### src/rtl/spiMemPkg.sv
// Widths, debounce and fetch constants, controller state enum and shared structs
package spiMemPkg;

   // ----------------------------------------
   // Widths
   // ----------------------------------------
   localparam int addrWidth = 7;
   localparam int dataWidth = 8;
   // One byte per address value
   localparam int memDepth = 1 << addrWidth;
   // Counts 0..dataWidth inclusive
   localparam int bitCountWidth = $clog2(dataWidth + 1);

   // ----------------------------------------
   // Input conditioning and read timing
   // ----------------------------------------
   // Cycles a new level must persist
   localparam int debounceCycles = 3;
   localparam int debounceCountWidth = $clog2(debounceCycles + 1);
   // Address-to-load wait in readFetch
   localparam int fetchLatency = 2;

   // Frame FSM states
   typedef enum logic [2:0] {
      idle,
      address,
      readFetch,
      readShift,
      writeData,
      finished
   } ctrlState_t;

   // One conditioned pin
   typedef struct packed {
      logic level;
      logic rise;
      logic fall;
   } pinState_t;

   // Controller to shift register
   typedef struct packed {
      logic load;
      logic shift;
      logic drive;
   } shiftCtrl_t;

   // Controller to memory
   typedef struct packed {
      logic [addrWidth-1:0] addr;
      logic                 we;
   } memReq_t;

endpackage

### src/rtl/inputConditioner.sv
// Two-flop synchronizer, counter debouncer and edge pulse generator for one pin
`timescale 1ns/1ps

module inputConditioner (
   input  logic                 clk,
   input  logic                 arstN,
   input  logic                 pin,
   output spiMemPkg::pinState_t state
);

   // Synchronizer stages
   logic syncFirst;
   logic syncSecond;
   // Debounced level and its delayed copy
   logic levelQ;
   logic levelDly;
   logic riseQ;
   logic fallQ;
   logic [spiMemPkg::debounceCountWidth-1:0] stableCount;

   // ----------------------------------------
   // Synchronize and debounce
   // ----------------------------------------
   always_ff @(posedge clk or negedge arstN) begin
      if (!arstN) begin
         syncFirst   <= 1'b0;
         syncSecond  <= 1'b0;
         levelQ      <= 1'b0;
         stableCount <= '0;
      end else begin
         syncFirst  <= pin;
         syncSecond <= syncFirst;
         if (syncSecond == levelQ) begin
            // Glitch gone or nothing pending
            stableCount <= '0;
         end else if (int'(stableCount) == spiMemPkg::debounceCycles) begin
            levelQ      <= syncSecond;
            stableCount <= '0;
         end else begin
            stableCount <= stableCount + 1'b1;
         end
      end
   end

   // ----------------------------------------
   // Edge pulses, one cycle after level moves
   // ----------------------------------------
   always_ff @(posedge clk or negedge arstN) begin
      if (!arstN) begin
         levelDly <= 1'b0;
         riseQ    <= 1'b0;
         fallQ    <= 1'b0;
      end else begin
         levelDly <= levelQ;
         riseQ    <= levelQ & ~levelDly;
         fallQ    <= ~levelQ & levelDly;
      end
   end

   assign state.level = levelQ;
   assign state.rise  = riseQ;
   assign state.fall  = fallQ;

   // Opposite edges can never be reported together
   assert property (@(posedge clk) disable iff (!arstN) !(state.rise && state.fall));

endmodule

### src/rtl/shiftRegister.sv
// Byte shift register with serial in, parallel load and falling-edge MISO register
`timescale 1ns/1ps

module shiftRegister (
   input  logic                              clk,
   input  logic                              arstN,
   input  spiMemPkg::shiftCtrl_t             ctrl,
   input  logic                              sclkFall,
   input  logic                              serialIn,
   input  logic [spiMemPkg::dataWidth-1:0]   loadData,
   output logic [spiMemPkg::dataWidth-1:0]   parallelOut,
   output logic                              miso,
   output logic                              misoEn
);

   logic [spiMemPkg::dataWidth-1:0] data;
   logic misoQ;
   logic misoEnQ;
   // Present next read bit
   logic driveStep;

   assign driveStep = sclkFall && ctrl.drive && !ctrl.load;

   // ----------------------------------------
   // Byte register
   // ----------------------------------------
   always_ff @(posedge clk) begin
      if (ctrl.load) begin
         // Memory byte for the read phase
         data <= loadData;
      end else if (ctrl.shift) begin
         // MSB first from MOSI
         data <= {data[spiMemPkg::dataWidth-2:0], serialIn};
      end else if (driveStep) begin
         data <= {data[spiMemPkg::dataWidth-2:0], 1'b0};
      end
   end

   // ----------------------------------------
   // MISO output stage
   // ----------------------------------------
   always_ff @(posedge clk or negedge arstN) begin
      if (!arstN) begin
         misoQ   <= 1'b0;
         misoEnQ <= 1'b0;
      end else begin
         misoEnQ <= ctrl.drive;
         // Held steady across the master's rising edge
         if (driveStep) begin
            misoQ <= data[spiMemPkg::dataWidth-1];
         end
      end
   end

   assign parallelOut = data;
   assign miso        = misoQ;
   assign misoEn      = misoEnQ;

   // Controller never loads and shifts at once
   assert property (@(posedge clk) disable iff (!arstN) !(ctrl.load && ctrl.shift));

endmodule

### src/rtl/dataMemory.sv
// Byte memory with synchronous write and registered read
`timescale 1ns/1ps

module dataMemory (
   input  logic                              clk,
   input  spiMemPkg::memReq_t                req,
   input  logic [spiMemPkg::dataWidth-1:0]   wrData,
   output logic [spiMemPkg::dataWidth-1:0]   rdData
);

   // Storage array, block RAM shaped
   logic [spiMemPkg::dataWidth-1:0] mem [spiMemPkg::memDepth];
   logic [spiMemPkg::dataWidth-1:0] rdQ;

   // ----------------------------------------
   // Write port
   // ----------------------------------------
   always_ff @(posedge clk) begin
      if (req.we) begin
         mem[req.addr] <= wrData;
      end
   end

   // ----------------------------------------
   // Read port
   // ----------------------------------------
   // Valid one cycle after addr
   always_ff @(posedge clk) begin
      rdQ <= mem[req.addr];
   end

   assign rdData = rdQ;

endmodule

### src/rtl/spiController.sv
// Frame FSM, bit counter and address latch for the SPI byte memory
`timescale 1ns/1ps

module spiController (
   input  logic                              clk,
   input  logic                              arstN,
   input  spiMemPkg::pinState_t              sclk,
   input  spiMemPkg::pinState_t              csN,
   input  logic [spiMemPkg::dataWidth-1:0]   parallelIn,
   output spiMemPkg::shiftCtrl_t             shiftCtrl,
   output spiMemPkg::memReq_t                memReq
);

   spiMemPkg::ctrlState_t state;
   spiMemPkg::ctrlState_t nextState;
   // Bit count, reused as fetch wait
   logic [spiMemPkg::bitCountWidth-1:0] bitCount;
   logic [spiMemPkg::addrWidth-1:0] addrQ;
   // Full byte received
   logic countDone;
   // Memory data ready to load
   logic fetchDone;
   // States that take MOSI bits
   logic shifting;
   logic readFlag;

   assign countDone = int'(bitCount) == spiMemPkg::dataWidth;
   assign fetchDone = int'(bitCount) == spiMemPkg::fetchLatency;
   assign shifting  = (state == spiMemPkg::address || state == spiMemPkg::writeData)
                      && !countDone;
   // Eighth address bit is R/W, 1 means read
   assign readFlag  = parallelIn[0];

   // ----------------------------------------
   // Next state
   // ----------------------------------------
   always_comb begin
      nextState = state;
      case (state)
         spiMemPkg::idle: begin
            // Frame starts on CS falling
            if (csN.fall) begin
               nextState = spiMemPkg::address;
            end
         end
         spiMemPkg::address: begin
            if (countDone) begin
               nextState = readFlag ? spiMemPkg::readFetch : spiMemPkg::writeData;
            end
         end
         spiMemPkg::readFetch: begin
            if (fetchDone) begin
               nextState = spiMemPkg::readShift;
            end
         end
         spiMemPkg::writeData: begin
            if (countDone) begin
               nextState = spiMemPkg::finished;
            end
         end
         // readShift and finished hold until CS rises
         spiMemPkg::readShift,
         spiMemPkg::finished: begin
            nextState = state;
         end
         default: begin
            nextState = spiMemPkg::idle;
         end
      endcase
      // CS high ends or aborts any frame
      if (csN.rise) begin
         nextState = spiMemPkg::idle;
      end
   end

   // ----------------------------------------
   // State, counter and address latch
   // ----------------------------------------
   always_ff @(posedge clk or negedge arstN) begin
      if (!arstN) begin
         state    <= spiMemPkg::idle;
         bitCount <= '0;
         addrQ    <= '0;
      end else begin
         state <= nextState;
         if (nextState != state) begin
            // Fresh count in every new state
            bitCount <= '0;
         end else if ((shifting && sclk.rise) || state == spiMemPkg::readFetch) begin
            bitCount <= bitCount + 1'b1;
         end
         // Address sits above the flag bit
         if (state == spiMemPkg::address && countDone) begin
            addrQ <= parallelIn[spiMemPkg::dataWidth-1:1];
         end
      end
   end

   // ----------------------------------------
   // Outputs
   // ----------------------------------------
   always_comb begin
      shiftCtrl.shift = shifting && sclk.rise;
      shiftCtrl.load  = (state == spiMemPkg::readFetch) && fetchDone;
      shiftCtrl.drive = (state == spiMemPkg::readShift);
      memReq.addr     = addrQ;
      // Single write strobe per frame
      memReq.we       = (state == spiMemPkg::writeData) && countDone;
   end

   // Read and write phases never overlap
   assert property (@(posedge clk) disable iff (!arstN)
      !(memReq.we && shiftCtrl.drive));

   // Write strobe only in writeData, and only for one cycle
   assert property (@(posedge clk) disable iff (!arstN)
      memReq.we |-> (state == spiMemPkg::writeData) ##1 !memReq.we);

endmodule

### src/rtl/spiMemory.sv
// Top level of the SPI byte memory: pin conditioners, controller, shift register, RAM
`timescale 1ns/1ps

module spiMemory (
   input  logic clk,
   input  logic arstN,
   input  logic sclkPin,
   input  logic csNPin,
   input  logic mosiPin,
   output logic miso,
   output logic misoEn
);

   // Conditioned pins
   spiMemPkg::pinState_t sclkState;
   spiMemPkg::pinState_t csNState;
   spiMemPkg::pinState_t mosiState;
   // Controller outputs
   spiMemPkg::shiftCtrl_t shiftCtrl;
   spiMemPkg::memReq_t memReq;
   // Byte paths
   logic [spiMemPkg::dataWidth-1:0] parallelData;
   logic [spiMemPkg::dataWidth-1:0] memRdData;

   // ----------------------------------------
   // Pin conditioning
   // ----------------------------------------
   inputConditioner sclkCond (.clk(clk), .arstN(arstN), .pin(sclkPin), .state(sclkState));
   inputConditioner csNCond  (.clk(clk), .arstN(arstN), .pin(csNPin),  .state(csNState));
   inputConditioner mosiCond (.clk(clk), .arstN(arstN), .pin(mosiPin), .state(mosiState));

   // ----------------------------------------
   // Frame control
   // ----------------------------------------
   spiController ctrl (
      .clk       (clk),
      .arstN     (arstN),
      .sclk      (sclkState),
      .csN       (csNState),
      .parallelIn(parallelData),
      .shiftCtrl (shiftCtrl),
      .memReq    (memReq)
   );

   // Serial data path
   shiftRegister shiftReg (
      .clk        (clk),
      .arstN      (arstN),
      .ctrl       (shiftCtrl),
      .sclkFall   (sclkState.fall),
      .serialIn   (mosiState.level),
      .loadData   (memRdData),
      .parallelOut(parallelData),
      .miso       (miso),
      .misoEn     (misoEn)
   );

   // Storage, written from the shift register
   dataMemory mem (
      .clk   (clk),
      .req   (memReq),
      .wrData(parallelData),
      .rdData(memRdData)
   );

endmodule

### config.mk
export PLATFORM = sky130hd
export DESIGN_NAME = spiMemory
export DESIGN_NICKNAME = d
export VERILOG_FILES = /design/src/rtl/spiMemPkg.sv /design/src/rtl/inputConditioner.sv /design/src/rtl/shiftRegister.sv /design/src/rtl/dataMemory.sv /design/src/rtl/spiController.sv /design/src/rtl/spiMemory.sv
export SDC_FILE = /design/constraint.sdc
export NUM_CORES = 1
export LEC_CHECK = 0
export BUFFER_PORTS_ARGS = -buffer_cell sky130_fd_sc_hd__buf_2
export CORE_ASPECT_RATIO = 0.7
export CORE_MARGIN = 2
export CORE_UTILIZATION = 40
export DETAILED_ROUTE_END_ITERATION = 8
export GPL_TIMING_DRIVEN = 0
export MAX_ROUTING_LAYER = met4
export PLACE_DENSITY_LB_ADDON = 0.12
export SLEW_MARGIN = 10
export SYNTH_ARGS = -nofsm -noshare
export SYNTH_HDL_FRONTEND = slang
export SYNTH_SLANG_ARGS = --single-unit
### constraint.sdc
create_clock -name clk -period 4.9 [get_ports clk]
set_input_delay 1.47 -clock clk [delete_from_list [all_inputs] [get_ports clk]]
set_output_delay 1.47 -clock clk [all_outputs]
set_load 0.005 [all_outputs]
# After elaboration in Yosys (flattened, before gate mapping)
# Memory sizes are Yosys's and may differ from the RTL's. A register that Yosys moved wholly into a read port is not among the register bits.
# Cells that the tools add are included.
[op_classes] addsub=4 muxes=20 n_eq_ne=14 n_reduce_logical=18 bitwise=11
[op_table] cell="$mux 8" n=3
[op_table] cell="$mux 3" n=6
[op_table] cell="$pmux 3 s5" n=1
[op_table] cell="$mux 2" n=6
[op_table] cell="$mux 4" n=2
[op_table] cell="$logic_and 1x1->1" n=7
[op_table] cell="$not 1->1" n=7
[op_table] cell="$add 2x1->2 const B" n=3
[op_table] cell="$eq 2x1->1 const B" n=3
[op_table] cell="$eq 3x2->1 const B" n=2
[op_table] cell="$eq 3x3->1 const B" n=2
[op_table] cell="$reduce_and 2->1" n=3
[op_table] cell="$add 4x1->4 const B" n=1
[op_table] cell="$and 1x1->1" n=4
[op_table] cell="$eq 4x3->1 const B" n=1
[op_table] cell="$eq 4x4->1 const B" n=1
[op_table] cell="$eq 1x1->1" n=3
[op_table] cell="$eq 3x1->1 const B" n=1
[op_table] cell="$logic_not 3->1" n=1
[op_table] cell="$ne 3x3->1" n=1
[op_table] cell="$reduce_bool 3->1" n=1
[op_table] cell="$logic_not 1->1" n=2
[op_table] cell="$logic_or 1x1->1" n=2
[op_table] cell="$mux 1" n=2
[op_table] cell="other kinds (2)" n=2
[word_totals] n_memories=1 in_bits=5 word_cells=92 ff_bits=45 mem_bits_rw=1024
[mem_list] memory="mem.mem" words=128 width=8 read_ports=1 rd_clocked_by_memory_dff=1 write_ports=1 line="dataMemory.sv:12" source="logic [spiMemPkg::dataWidth-1:0] mem [spiMemPkg::memDepth];"

# Logic depth before layout (Yosys ltp)
# Gate-level depths: netlist (run 1).
[logic_depth] ltp_word=7 ltp_mapped=11 depth_no_buf=8

# Hierarchy
# A second synthesis (run 1) with hierarchy kept.
[unflattened] cells_unflattened=2638 hier_area_um2=42618.4
[by_module_without_submodules] mod="dataMemory" area_each_um2=40433.8 cells_each=2475 n_inst=1
[by_module_without_submodules] mod="spiController" area_each_um2=865.8 cells_each=85 n_inst=1
[by_module_without_submodules] mod="inputConditioner" area_each_um2=285.3 cells_each=18 n_inst=3
[by_module_without_submodules] mod="shiftRegister" area_each_um2=462.9 cells_each=24 n_inst=1

# Worst setup path before layout (run 1)
# No wires, ideal clock.
[synth_timing] kind="register to register" startpoint="register ctrl.addrQ[2] (netlist name)" endpoint="memory mem.mem[70][0] (netlist name), enable pin" path_slack_ns=2.463 setup_ns=0.370 t_arrival_ns=2.067 t_required_ns=4.530 path_stages_with_launch=9 n_path_buf=6 cell_sequence="dfrtp_1 -> buf_4 -> buf_4 -> buf_4 -> buf_2 -> buf_4 -> nand3_1 -> buf_2 -> nor2_1"
[synth_rtl] item="start: declaration" line="spiController.sv:18" source="logic [spiMemPkg::addrWidth-1:0] addrQ;"
[synth_rtl] item="start signal: assignment" line="spiController.sv:94" source="addrQ <= parallelIn[spiMemPkg::dataWidth-1:1];"
[synth_rtl] item="end: declaration" line="dataMemory.sv:12"
# Straight into the memory's write port.

# Worst setup path after layout (run 1)
[layout_timing] startpoint="register ctrl.addrQ[2] (netlist name)" endpoint="memory mem.mem[124][5] (netlist name), enable pin"
# Straight into the memory's write port.

==> flow_summary.yaml, run 1 <==
worst_setup_path:
  r2r_cells: 8
  critical_path.endpoint_type: "register"
  r2r_start: "ctrl.addrQ[2]$_DFFE_PN0P_"
  arrival_ps: 5470
  crit_path_end: "mem.mem[124][5]$_DFFE_PP_"
  start_kind: "register"
  crit_start: "ctrl.addrQ[2]$_DFFE_PN0P_"
  path_class: "reg -> reg"
  worst_r2r_endpoint: "mem.mem[124][5]$_DFFE_PP_"
  worstPathRequired_ps: 5240
  reg2reg_slack_ps: -230
  cp_max_fo: 11
cts:
  postCtsSetupRepairBufs: 0
  cts_buffers: 105
  cts_tree: "yes"
  root_buffer: "clkbuf_16"
  path_clk_slew_ps: 70
  cts_buffer_depth: 3
  clk_latency_ps: 740
  clock-sinks: 1077
  htree_levels: 3
grt:
  grt_pass1_wl_um: 236000
  grt.total_usage_pct: 34.1
  antenna_found_initial: 23
  grt_overflow: 0
  grt_pass1_vias: 24400
  grt_max_degree: 38
power:
  internal-power_mw: 15.7
  power_density_mw_per_mm2: 413
  p_clk_share_pct: 42.0
  p_seq_share_pct: 52.8
  vdd_drop_max_mv: 0.332
  switching_share_pct: 22.3
  cellLeakagePower_nw: 15.3
  p_switching_mw: 4.51
  total_power_mw: 20.2
  share_comb_of_total_power_pct: 5.2
timing:
  rsz0062_at_grt: "true"
  slew_viol_final: 8
  post-route-min-period_ps: 5130
  finalCritPeriodShare_pct: 105
  hold_violations: 0
  finClkSkew_ps: 24.6
  fmax_ghz: 0.195
  maxSlewHeadroom_pct: -4.40
  worst_slew_pin_slew_ps: 1560
  fin_ws_ps: -227
  setup_viol: 212
routing:
  vias: 26300
  viasPerCell: 6.52
  ant_nets: 0
  drtIter0Drc: 4739
  wl_per_cell_um: 45.3
  drc_errors: 0
  drtPass1Iterations: 5
  drt-total-wl_um: 183000
placement:
  post-dp-hpwl_um: 124000
  placed_area_mm2: 0.0453
  gp_congestion: 1.01
  place_inst: 3826
  io_buffers: 6
  dpl_worst_slack_ps: -145
synth:
  synthCells: 2356
  synth_warnings: 0
  synth_cell_types: 76
  synth_edf_count: 1032
  syn_avg_cell_area_um2: 18.0
  syn-num-nets: 2367
  synth_seq_area_share_pct: 75.5
  ys.flop_type: "edfxtp_1"
  syn_area_mm2: 0.0425
  async_flop_share_pct: 3.44
  ys_ff_latch: 1077
status:
  status: "finished with violations"
  violations: "max-capacitance violations, max-slew violations, negative setup slack"
floorplanning:
  dieWidth_um: 393
  pin_count: 7
  core_mm2: 0.105
  die_height_um: 277
  rows: 99
  initial_core_util_pct: 40.5
  die_area_mm2: 0.109
layout:
  area_growth_pct: 15.3
  multiInputGateArea_mm2: 0.00958
  design_area_mm2: 0.0490
  drive_above_1_share_pct: 22.7
  final_cell_count_no_fill: 4033
  mostFrequentLayoutCell: "edfxtp_1"
  fillers: 8960
  register_area_mm2: 0.0321
  finalNetCount: 2530
  layout_common_cells: "edfxtp_1, nor2_1, mux4_2"
hold_path:
  hold_path.class: "reg -> reg"
  hold_start: "mosiCond.syncFirst$_DFF_PN0_"
job:
  maxCapViolCount: 1
## stage by stage
| step | util, % | TNS (ps) | hold slack, ps |
|---|---|---|---|
| after floorplan | - | 0 | 331 |
| final | 46.7 | -18740 | 348 |
| after global placement | 42.2 | -14650 | 333 |
| after detailed placement | 43.3 | -8780 | 336 |
| after CTS | 46.7 | -3550 | 350 |
| after global routing | 46.7 | -2400 | 355 |
## timing repair
action,CTS,global route
hold buffers,0,0
pin swaps,0,0
setup endpoints to repair,169,163
resized for setup,19,17
endpoints found under the hold margin,0,0
## registers in the layout, indices dropped and copies added (netlist names), 2 cells and up
signal / cells
mem.mem: 1024
ctrl.addrQ: 7
sclkCond.stableCount: 2
mosiCond.stableCount: 2
ctrl.state: 3
ctrl.bitCount: 4
csNCond.stableCount: 2
mem.rdData: 8
shiftReg.parallelOut: 8
## routing by layer
metal / wire, um / part of all wire [%] / track usage [%] / up-vias
met5: 0 / 0 / - / -
met4: 7800 / 4.3 / 12.6 / 0
met3: 23600 / 13 / 11.0 / 342
met2: 74100 / 41 / 45.1 / 1998
met1: 77000 / 42 / 48.8 / 14100
li1: - / - / - / 9889
## power by group through the flow
stage / Sequential (mW) / Combinational, mW / Clock, mW
3_3_place_gp: 11.4 / 0.183 / 0
2_1_floorplan: 11.1 / 0.146 / 0
5_1_grt: 10.7 / 1.10 / 8.84
3_5_place_dp: 10.9 / 1.03 / 0
4_1_cts: 10.7 / 1.03 / 8.49
6_report: 10.7 / 1.05 / 8.50
## cell usage after synthesis, types with 9 or more instances
cell type / count / share of area [%]
a211oi_1: 9 / 0.16
a21oi_1: 60 / 0.71
a221o_1: 21 / 0.49
a221oi_1: 58 / 1.2
a22o_1: 17 / 0.35
a22oi_1: 59 / 1.0
a31oi_1: 9 / 0.13
buf_2: 48 / 0.57
buf_4: 41 / 0.72
buf_6: 13 / 0.34
clkbuf_1: 38 / 0.34
dfrtp_1: 37 / 2.2
edfxtp_1: 1032 / 73
mux2_2: 99 / 2.6
mux2i_1: 89 / 2.1
mux4_2: 117 / 6.2
nand2_1: 115 / 1.0
nand3_1: 23 / 0.27
nor2_1: 208 / 1.8
nor2b_1: 19 / 0.28
o211ai_1: 10 / 0.18
o21ai_0: 52 / 0.61
o221ai_1: 10 / 0.21
o22ai_1: 15 / 0.22
o2bb2ai_1: 11 / 0.23
## final cells by class
| cell class | instances | share of cell area, % |
|---|---|---|
| diodes | 11 | 0.0562 |
| plain buffers | 143 | 1.83 |
| clock buffers | 129 | 5.64 |
| clock inverters | 67 | 1.54 |
| inverters | 10 | 0.0766 |
| multi-input cells | 1126 | 19.6 |
| flip-flops and latches | 1077 | 65.5 |
| well taps | 1414 | 3.61 |
| repair buffers | 56 | 2.21 |
## worst min-delay path by stage
stage / endpoint / cells past startpoint
4_1_cts: mosiCond.syncSecond$_DFF_PN0_ / 0
2_1_floorplan: csNCond.syncSecond$_DFF_PN0_ / 0
6_report: mosiCond.syncSecond$_DFF_PN0_ / 0
5_1_grt: csNCond.syncSecond$_DFF_PN0_ / 0
3_5_place_dp: mosiCond.syncSecond$_DFF_PN0_ / 0
3_3_place_gp: sclkCond.syncSecond$_DFF_PN0_ / 0
## cells by family (layout without fill, tap and decap cells)
group	count (synthesis)	in the layout	share of synthesized area [%]
flops	1077	1077	75.5
simple gates	421	421	4.29
compound gates	385	385	6.66
mux	307	307	11.1
buf+inv	153	405	2.16
xor+xnor	7	7	0.144
fa+ha+maj	6	6	0.177
other cells	0	11	0
## worst max-delay path: stages (launching register included)
cell and delay (ps):
dfrtp_1 430, buf_4 360, buf_4 510, buf_4 510
buf_2 570, buf_4 370, nand3_1 530, buf_2 560
nor2_1 810
Power figures use the tool's default switching activity.
==> run 2: changes to the inputs <==
Settings changed: MAX_ROUTING_LAYER met4 to unset.
==> flow_summary.yaml, run 2 (synthesis results as in run 1) <==
worst_setup_path:
  r2r_cells: 7
  start_kind: "register"
  worstPathRequired_ps: 5270
  cp_max_fo: 10
  path_class: "reg -> reg"
  critical_path.endpoint_type: "register"
  arrival_ps: 5640
  reg2reg_slack_ps: -370
  worst_r2r_endpoint: "mem.mem[90][2]$_DFFE_PP_"
  r2r_start: "ctrl.addrQ[1]$_DFFE_PN0P_"
routing:
  vias: 26500
  drtIter0Drc: 4559
  drtPass1Iterations: 6
  drt-total-wl_um: 182000
  viasPerCell: 6.58
  wl_per_cell_um: 45.2
  drc_errors: 0
  ant_nets: 0
floorplanning:
  initial_core_util_pct: 40.5
  pin_count: 7
  die_height_um: 277
  core_mm2: 0.105
  die_area_mm2: 0.109
  dieWidth_um: 393
  rows: 99
layout:
  area_growth_pct: 15.1
  largest_reg_flops: 1024
  fillers: 8958
  layout_common_cells: "edfxtp_1, nor2_1, mux4_2"
  mostFrequentLayoutCell: "edfxtp_1"
  final_util_pct: 46.7
  regMostFlops: "mem.mem"
  design_area_mm2: 0.0489
  drive_above_1_share_pct: 22.7
  finalNetCount: 2532
power:
  total_power_mw: 20.0
  cellLeakagePower_nw: 15.3
  power_density_mw_per_mm2: 409
  vdd_drop_max_mv: 0.309
timing:
  holdWs_ps: 350
  setup_viol: 248
  hold_violations: 0
  finalCritPeriodShare_pct: 108
  maxSlewHeadroom_pct: -5.36
  post-route-min-period_ps: 5270
  finClkSkew_ps: 22.0
  worst_slew_pin_slew_ps: 1580
  fmax_ghz: 0.190
  slew_viol_final: 22
  fin_ws_ps: -371
  rsz0062_at_grt: "true"
job:
  maxCapViolCount: 3
hold_path:
  hold_path_depth: 0
  hold-path-endpoint: "sclkCond.syncSecond$_DFF_PN0_"
  hold_path.class: "reg -> reg"
  hold_start: "sclkCond.syncFirst$_DFF_PN0_"
cts:
  cts_buffers: 105
  clock-sinks: 1077
  root_buffer: "clkbuf_16"
  clk_latency_ps: 750
  path_clk_slew_ps: 60
  cts_tree: "yes"
  htree_levels: 3
  cts_buffer_depth: 3
  postCtsSetupRepairBufs: 0
grt:
  grt_pass1_vias: 24800
  grt_overflow: 0
  grt_max_degree: 38
  antenna_found_initial: 19
  grt.total_usage_pct: 33.0
  grt_pass1_wl_um: 237000
placement:
  placed_area_mm2: 0.0454
  gp_congestion: 1.02
  post-dp-hpwl_um: 123000
  io_buffers: 6
status:
  violations: "max-capacitance violations, max-slew violations, negative setup slack"
  status: "finished with violations"
-- run 2: cell count changes in the layout (fill, tap and decap cells not counted), sizes merged, moves of 2 or more --
| cell | delta |
|---|---|
| bufinv | -4 |
| diode | -4 |
| buf | +2 |
| clkbuf | +2 |
-- run 2: worst max-delay path, cell delays in order (launching register included) --
cell,delay (ps)
dfrtp_1,370
buf_4,320
buf_6,350
nand2b_1,560
nor2_1,820
nand2_1,550
clkbuf_1,760
nor2_1,1060
-- run 2: worst max path at each step --
stage	from	endpoint	slack, ps	cells past startpoint
finish	ctrl.addrQ[1]$_DFFE_PN0P_	mem.mem[90][2]$_DFFE_PP_	-370	7
global route	ctrl.addrQ[1]$_DFFE_PN0P_	mem.mem[106][3]$_DFFE_PP_	-120	7
CTS	ctrl.addrQ[1]$_DFFE_PN0P_	mem.mem[82][5]$_DFFE_PP_	-110	7
detailed placement	ctrl.addrQ[1]$_DFFE_PN0P_	mem.mem[60][7]$_DFFE_PP_	-250	7
global placement	ctrl.addrQ[1]$_DFFE_PN0P_	mem.mem[97][6]$_DFFE_PP_	-330	6
floorplan	ctrl.addrQ[2]$_DFFE_PN0P_	mem.mem[70][0]$_DFFE_PP_	2460	8
-- run 2: timing repair --
item / CTS / global route
gates cloned: 0 / 0
setup endpoints to repair: 200 / 256
hold buffers: 0 / 0
resized for setup: 18 / 25
-- run 2: report_power, final --
| part | switching (mW) | internal (mW) | total [mW] |
|---|---|---|---|
| Clock | 3.69 | 4.58 | 8.27 |
| Sequential | 0.123 | 10.5 | 10.7 |
| Combinational | 0.678 | 0.378 | 1.06 |
| Total | 4.49 | 15.5 | 20.0 |
-- run 2: per-stage QoR --
stage / instances / setup WS [ps] / setup TNS, ps
4_1_cts: 4021 / -110 / -2090
3_5_place_dp: 3828 / -248 / -13510
2_1_floorplan: 2356 / 2460 / 0
5_1_grt: 4024 / -119 / -4310
3_3_place_gp: 3776 / -329 / -25960
6_report: 4028 / -371 / -28990
-- run 2: cell type report --
cell class / count / area (um2) / share of cell area (%)
buffer: 143 / 892 / 1.82
inverter: 10 / 37.5 / 0.0768
clock buffer: 131 / 2760 / 5.63
multi-input combinational: 1126 / 9600 / 19.6
clock inverter: 62 / 653 / 1.34
timing repair buffer: 58 / 1100 / 2.25
tap: 1414 / 1770 / 3.62
antenna: 7 / 17.5 / 0.0358
sequential: 1077 / 32100 / 65.6
-- run 2: metal layers --
metal	share of wire, %	global-route usage [%]	vias to the layer above
li1	-	-	9849
met1	41	48.0	14000
met2	39	43.3	2193
met3	14	13.3	448
met4	5.2	13.9	12
met5	0.19	1.35	-
